## config.mk

```make
export PLATFORM = sky130hd
export DESIGN_NAME = spi_master
export DESIGN_NICKNAME = d
export VERILOG_FILES = /design/src/verilog/spi_cfg_pkg.sv /design/src/verilog/spi_ctrl_pkg.sv /design/src/verilog/sck_divider.sv /design/src/verilog/spi_master.sv /design/src/verilog/spi_sequencer.sv /design/src/verilog/spi_shifter.sv
export SDC_FILE = /design/constraint.sdc
export NUM_CORES = 1
export LEC_CHECK = 0
export BUFFER_PORTS_ARGS = -buffer_cell sky130_fd_sc_hd__buf_2
export CAP_MARGIN = 25
export CORE_MARGIN = 2
export CORE_UTILIZATION = 42
export CTS_BUF_LIST = sky130_fd_sc_hd__clkbuf_16
export CTS_CLUSTER_DIAMETER = 150
export DETAILED_ROUTE_END_ITERATION = 10
export GPL_ROUTABILITY_DRIVEN = 0
export SLEW_MARGIN = 20
export SYNTH_ARGS = -nofsm -noshare
export SYNTH_HDL_FRONTEND = slang
export SYNTH_SLANG_ARGS = --single-unit
```

## constraint.sdc

```tcl
create_clock -name clk -period 2.5 [get_ports clk]
set_input_delay 0 -clock clk [delete_from_list [all_inputs] [get_ports clk]]
set_output_delay 0 -clock clk [all_outputs]
set_load 0.005 [all_outputs]
```

## src/verilog/spi_cfg_pkg.sv

```systemverilog
package spi_cfg_pkg;

    // bits shifted out and in per transfer
    localparam int word_bits = 16;

    // bit counter must be able to hold word_bits itself
    localparam int bit_count_bits = 5;

    // clk cycles per sck half period
    // sck frequency is clk / (2 * sck_half_cycles)
    localparam int sck_half_cycles = 4;

endpackage

```

## src/verilog/spi_ctrl_pkg.sv

```systemverilog
package spi_ctrl_pkg;

    // transfer sequencer states
    // st_done holds the received word with valid high
    typedef enum logic [1:0] {
        st_idle  = 2'd0,
        st_shift = 2'd1,
        st_done  = 2'd2
    } spi_state_e;

endpackage

```

## src/verilog/sck_divider.sv

```systemverilog
`timescale 1ns/1ps

module sck_divider import spi_cfg_pkg::*; (
    input  logic clk,
    input  logic reset,
    input  logic run,
    output logic sck,
    output logic sck_rise,
    output logic sck_fall
);

    // one spare bit so a half period of one clk still has a valid width
    logic [$clog2(sck_half_cycles + 1)-1:0] half_cnt;
    logic sck_q;
    logic rise_q;
    logic fall_q;
    logic half_done;

    assign half_done = (int'(half_cnt) == sck_half_cycles - 1);

    always_ff @(posedge clk) begin
        if (reset) begin
            half_cnt <= '0;
            sck_q    <= 1'b0;
            rise_q   <= 1'b0;
            fall_q   <= 1'b0;
        end else if (!run) begin
            // park in the low phase so the next transfer starts clean
            half_cnt <= '0;
            sck_q    <= 1'b0;
            rise_q   <= 1'b0;
            fall_q   <= 1'b0;
        end else begin
            rise_q <= 1'b0;
            fall_q <= 1'b0;
            if (half_done) begin
                half_cnt <= '0;
                sck_q    <= ~sck_q;
                // pulses line up with the cycle sck changes
                rise_q   <= ~sck_q;
                fall_q   <= sck_q;
            end else begin
                half_cnt <= half_cnt + 1'b1;
            end
        end
    end

    // an abort drops run one cycle before the registers clear
    assign sck      = sck_q & run;
    assign sck_rise = rise_q & run;
    assign sck_fall = fall_q & run;

endmodule

```

## src/verilog/spi_master.sv

```systemverilog
`timescale 1ns/1ps

module spi_master import spi_cfg_pkg::*; (
    input  logic                 clk,
    input  logic                 reset,
    input  logic                 en,
    input  logic                 start,
    input  logic                 miso,
    input  logic [word_bits-1:0] data_in,
    output logic                 sck,
    output logic                 mosi,
    output logic                 sel,
    output logic                 busy,
    output logic                 valid,
    output logic [word_bits-1:0] data_out
);

    logic run;
    logic load;
    logic sck_rise;
    logic sck_fall;

    // control module owning the state and the en check
    spi_sequencer u_sequencer (
        .clk      (clk),
        .reset    (reset),
        .en       (en),
        .start    (start),
        .sck_fall (sck_fall),
        .run      (run),
        .load     (load),
        .busy     (busy),
        .sel      (sel),
        .valid    (valid)
    );

    spi_shifter u_shifter (
        .clk      (clk),
        .reset    (reset),
        .load     (load),
        .run      (run),
        .sck_rise (sck_rise),
        .sck_fall (sck_fall),
        .miso     (miso),
        .valid    (valid),
        .data_in  (data_in),
        .mosi     (mosi),
        .data_out (data_out)
    );

    // sck and its edge pulses only toggle while run is high
    sck_divider u_divider (
        .clk      (clk),
        .reset    (reset),
        .run      (run),
        .sck      (sck),
        .sck_rise (sck_rise),
        .sck_fall (sck_fall)
    );

endmodule

```

## src/verilog/spi_sequencer.sv

```systemverilog
`timescale 1ns/1ps

module spi_sequencer
    import spi_cfg_pkg::*;
    import spi_ctrl_pkg::*;
(
    input  logic clk,
    input  logic reset,
    input  logic en,
    input  logic start,
    input  logic sck_fall,
    output logic run,
    output logic load,
    output logic busy,
    output logic sel,
    output logic valid
);

    logic [1:0]                start_q;
    logic                      start_edge;
    logic                      last_fall;
    logic [bit_count_bits-1:0] bit_cnt;
    spi_state_e                state;
    spi_state_e                state_next;

    // two stage start register with the older sample in bit 1
    always_ff @(posedge clk) begin
        if (reset) begin
            start_q <= 2'b00;
        end else begin
            start_q <= {start_q[0], start};
        end
    end

    assign start_edge = (start_q == 2'b01);

    // falling edge that completes the last bit of the word
    assign last_fall = sck_fall && (int'(bit_cnt) == word_bits - 1);

    // a start edge only counts when enabled and not already shifting
    assign load = en && start_edge && (state != st_shift);

    always_comb begin
        state_next = state;
        if (!en) begin
            state_next = st_idle;
        end else begin
            case (state)
                st_idle, st_done: begin
                    if (start_edge) begin
                        state_next = st_shift;
                    end
                end
                st_shift: begin
                    if (last_fall) begin
                        state_next = st_done;
                    end
                end
                default: begin
                    state_next = st_idle;
                end
            endcase
        end
    end

    always_ff @(posedge clk) begin
        if (reset) begin
            state <= st_idle;
        end else begin
            state <= state_next;
        end
    end

    // counts falling edges of sck during the shift phase
    always_ff @(posedge clk) begin
        if (reset) begin
            bit_cnt <= '0;
        end else if (!en || load) begin
            bit_cnt <= '0;
        end else if ((state == st_shift) && sck_fall) begin
            bit_cnt <= bit_cnt + 1'b1;
        end
    end

    // all transfer levels are plain state decodes
    assign run   = (state == st_shift);
    assign busy  = run;
    assign sel   = run;
    assign valid = (state == st_done);

endmodule

```

## src/verilog/spi_shifter.sv

```systemverilog
`timescale 1ns/1ps

module spi_shifter import spi_cfg_pkg::*; (
    input  logic                 clk,
    input  logic                 reset,
    input  logic                 load,
    input  logic                 run,
    input  logic                 sck_rise,
    input  logic                 sck_fall,
    input  logic                 miso,
    input  logic                 valid,
    input  logic [word_bits-1:0] data_in,
    output logic                 mosi,
    output logic [word_bits-1:0] data_out
);

    logic [word_bits-1:0] tx_reg;
    logic [word_bits-1:0] rx_reg;
    logic                 miso_q;

    // miso is registered every clk and shifted in on sck_rise
    always_ff @(posedge clk) begin
        miso_q <= miso;
    end

    // transmit register sends the MSB first
    always_ff @(posedge clk) begin
        if (load) begin
            tx_reg <= data_in;
        end else if (sck_fall) begin
            // next bit moves up to the MSB after each falling edge
            tx_reg <= {tx_reg[word_bits-2:0], 1'b0};
        end
    end

    // first received bit ends up as the receive MSB
    always_ff @(posedge clk) begin
        if (reset) begin
            rx_reg <= '0;
        end else if (load) begin
            rx_reg <= '0;
        end else if (sck_rise) begin
            rx_reg <= {rx_reg[word_bits-2:0], miso_q};
        end
    end

    // mosi stays low between transfers
    assign mosi = run & tx_reg[word_bits-1];

    // received word only visible while valid
    assign data_out = valid ? rx_reg : '0;

endmodule
```

### Word level (Yosys, flattened, before mapping)

Index checks and enable logic that the tools add are counted.

* bits in registers: 48
* input bits: 21
* logic and storage cells: 50

* $add $sub $neg: 2
* eq/ne operators: 8
* muxes and demuxes: 6
* bitwise logic cells: 8
* reductions and logical operators: 16

Operators with widths (number)
* $mux W16: 3
* $reduce_or A2 Y1: 5
* $reduce_or A3 Y1: 2
* $add A5 B1 Y5 const B: 1
* $eq A5 B5 Y1 const B: 1
* $and A1 B1 Y1: 4
* $eq A2 B1 Y1 const B: 2
* $logic_and A1 B1 Y1: 4
* $mux W2: 2
* $ne A2 B1 Y1 const B: 2
* $not A1 Y1: 4
* $pmux W2 S2: 1
* $add A3 B1 Y3 const B: 1
* $eq A3 B3 Y1 const B: 1
* $eq A2 B2 Y1 const B: 1
* $logic_not A2 Y1: 1
* $ne A2 B2 Y1 const B: 1
* $reduce_and A2 Y1: 1
* $reduce_bool A2 Y1: 1
* $logic_not A1 Y1: 1
* $logic_or A1 B1 Y1: 1

### Longest topological paths before layout

* depth after elaboration: 5
* mapped depth: 6
* depth with buffers taken out: 6

### Modules after synthesis

Synthesis repeated with hierarchy kept, for this count alone.

* cell total of the unflattened synthesis: 172
* area, all modules: 2088.3 um2

Modules (own cells, without submodules)
* spi_shifter: times used 1, cells an instance 107, area each 1423.9 um2
* spi_sequencer: times used 1, cells an instance 44, area each 429.2 um2
* sck_divider: times used 1, cells an instance 21, area each 235.2 um2

### Worst setup path after synthesis

No wires, ideal clock.

* path type: register -> register
* from: reg u_sequencer.state[1]
* to: reg u_shifter.tx_reg[0], enable pin
* library setup time: 0.372 ns
* data arrival time: 1.250 ns
* data required time: 2.128 ns
* slack: 0.878 ns
* stages on the path, launching flop included: 6
* path buffers: 2
* clock period less this slack: 1.622 ns
* path through: dfxtp_1 > nand2b_1 > buf_6 > nand3_4 > buf_6 > nand2_1

* cells in the longest elaborated chain, start to end: 3
* elaborated cells between the ends (all ways): 5

RTL lines
* start: declaration: line spi_sequencer.sv:23 `spi_state_e state;`
* start signal: assignment: line spi_sequencer.sv:68 `state <= st_idle;`
* start signal: assignment: line spi_sequencer.sv:70 `state <= state_next;`
* $eq A2 B1 Y1 / $ne A2 B1 Y1 (equally long branches): line spi_sequencer.sv:86, spi_sequencer.sv:41
* $and A1 B1 Y1 / $logic_and A1 B1 Y1 (equally long branches): line sck_divider.sv:51, spi_sequencer.sv:41
* $reduce_bool A2 Y1 (no line) (*)
* end signal: assignment: line spi_shifter.sv:29 `tx_reg <= data_in;`
* end signal: assignment: line spi_shifter.sv:32 `tx_reg <= {tx_reg[word_bits-2:0], 1'b0};`
* end: declaration: line spi_shifter.sv:17 `logic [word_bits-1:0] tx_reg;`

Mark *: on every way between the ends. The rest lies on a longest branch, timed or not.
A chain may end at the register's enable or synchronous reset.

### Worst setup path after layout

* from: reg u_sequencer.state[1]
* to: reg u_shifter.tx_reg[7], enable pin

The elaborated chain is that of the path after synthesis.

==> impl_metrics.json <==
{
  "ir_worst_vdd_mv": 0.495,
  "htreeDepth": 2,
  "antenna_found_initial": 0,
  "grt_setup_unrepaired": "false",
  "cts.sink_count": 48,
  "holdWs_ns": 0.00674,
  "setup_viol": 0,
  "cts_tree": "built",
  "rows": 25,
  "grt_max_degree": 19,
  "dieArea_mm2": 0.00546,
  "fmax_mhz": 568,
  "drc_errors": 0,
  "yosys.area.top_type": "dfxtp_1",
  "cts_buffers": 5,
  "syn_avg_cell_area_um2": 10.9,
  "grtUsageMet1_pct": 18.1,
  "seq_power_share_pct": 54.1,
  "ys_types": 36,
  "cts_resized": 0,
  "clk_pin_slew_ns": 0.06,
  "nNetsFinal": 255,
  "finalNonFillerCells": 298,
  "place_inst": 288,
  "clock_latency_ns": 0.28,
  "synth.area.top_cells": "dfxtp_1, edfxtp_1, nand2_1, mux2_4, and2_1",
  "relSlewSlack_pct": 39.0,
  "drive_gt1_share_pct": 28.6,
  "startpoint": "u_sequencer.state[1]",
  "cap_viol_max_count": 0,
  "drt_first_pass_iters": 4,
  "mostFrequentLayoutCell": "buf_2",
  "yosys_warnings": 0,
  "clk_path_buf_depth": 2,
  "wl_per_cell_um": 11.2,
  "hpwl_um": 2340,
  "gr-usage-met2_pct": 20.1,
  "die_w_um": 73.9,
  "regToRegStartpoint": "u_sequencer.state[1]",
  "p_per_area_mw_per_mm2": 621,
  "worst_pin_slew_ns": 0.913,
  "min_period_ns": 1.76,
  "drv_slew": 0,
  "start_kind": "register",
  "syn-cell-area_mm2": 0.00205,
  "grt-busiest-layer": "met2",
  "final_cell_mix": "buf_2, nand2_1, dfxtp_1",
  "grt_usage_pct": 13.5,
  "cp_data_required_time_ns": 2.48,
  "grt_pass1_vias": 1309,
  "tns_ns": 0,
  "final-hold-violation-count": 0,
  "coreArea_mm2": 0.00472,
  "viasPerCell": 4.74,
  "skew_ns": 0.00239,
  "cp_max_fo": 17,
  "p_comb_share_pct": 4.5,
  "p_clk_share_pct": 41.4,
  "ioPinCount": 42,
  "outcome": "complete, no violations",
  "yosysSeqAreaShare_pct": 54.7,
  "dr.first_iter.drc_count": 64,
  "dieHeight_um": 73.9,
  "syn_inst": 188,
  "area_delta_synth_final_pct": 19.2,
  "post-cts-setup-buffer-count": 0,
  "drt_wl_total_um": 3350,
  "synth_nets": 213,
  "grt_pass1_wl_um": 5630,
  "p_sw_w": 0.000301,
  "netlist.area_leader.share_pct": 31.2,
  "post-route-period-util_pct": 70.4,
  "end_kind": "register",
  "vias": 1414,
  "portBuffers": 41,
  "cts_hold_buffers": 2,
  "antenna_cells": 0,
  "switching_share_pct": 19.8,
  "p_int_w": 0.00122,
  "ys_ff_latch": 48,
  "leakagePower_nw": 1.01,
  "cts-root-buf": "clkbuf_16",
  "grtUsageMet3_pct": 3.98,
  "hold_class": "input port to register",
  "fin_util_pct": 51.7,
  "hp-start": "reset",
  "start_util_pct": 43.4,
  "arrival_ns": 1.74,
  "antenna_left": 0,
  "grt-ovfl-total": 0,
  "critPathKind": "register to register"
}
## layout make-up
cell class              count  area [µm²]
flip-flops and latches     48        1120
repair buffers             44         233
multi-input cells         127         852
inverters                   4        15.0
clock inverters             3        13.8
fillers                   431        2280
clock buffers               5         125
well taps                  67        83.8
## path summary, 6_finish.rpt
path	endpoint	slack (ns)	cells after the start
max reg2reg	u_shifter.tx_reg[7]	0.74	4
min reg2reg	u_shifter.rx_reg[0]	0.44	2
max	u_shifter.tx_reg[7]	0.74	4
min	u_sequencer.start_q[0]	0.007	2
## stage by stage
step / area, µm² / total power, W / setup WS [ns]
floorplan: 2050 / 0.000883 / 0.878
global placement: 2280 / 0.000904 / 0.753
detailed placement: 2280 / 0.000904 / 0.726
CTS: 2440 / 0.00153 / 0.692
global route: 2440 / 0.00156 / 0.591
finish: 2440 / 0.00152 / 0.740
## synth_stat cells
master and n:
a31o_4 1, nand3_4 1, buf_6 3, dfxtp_1 32, nand2_1 35, and2b_1 1, buf_2 1, and3_1 1
nor2b_1 3, nand2b_1 3, nor3_1 1, xnor2_1 1, a21o_1 1, nor4_1 2, inv_1 4, nor2_1 5
or3_1 1, nand3b_1 2, and3b_1 1, nor4b_1 2, and4b_1 1, mux2_4 8, a21oi_1 19, edfxtp_1 16
mux2_2 7, xor2_1 2, a311oi_1 1, clkbuf_1 3, nand3_1 2, ha_1 4, and2_1 18, buf_4 1
a2bb2oi_1 2, clkbuf_2 1, o21ai_0 1, nand4b_1 1
## critical path, stage by stage (launching register included)
cell      delay [ns]
dfxtp_1         0.37
nand2b_1        0.39
nand3_4         0.31
nand2_1         0.14
buf_4           0.24
## power by group through the flow
stage / sequential (W) / combinational [W] / clock, W
final: 0.000820 / 0.0000685 / 0.000628
after global routing: 0.000821 / 0.0000762 / 0.000667
after CTS: 0.000820 / 0.0000697 / 0.000645
after detailed placement: 0.000837 / 0.0000673 / 0
after global placement: 0.000837 / 0.0000673 / 0
after floorplan: 0.000836 / 0.0000473 / 0
## kinds of logic after synthesis
group	Yosys count	share of synthesized area [%]
AOI/OAI and AO/OA	25	7.38
xor gates and xnor gates	3	1.28
adders and majority gates	4	2.44
buffers and inverters	13	3.78
DFF	48	54.7
muxes	15	9.70
and+or+nand+nor	80	20.7
## layer usage
metal | wire length [µm] | up-vias | share of wire, %
li1 | - | 731 | -
met1 | 1700 | 636 | 51
met2 | 1380 | 42 | 41
met3 | 214 | 5 | 6.4
met4 | 51 | 0 | 1.5
met5 | 0 | - | 0
Note: power is estimated with default switching activity, not from simulation.
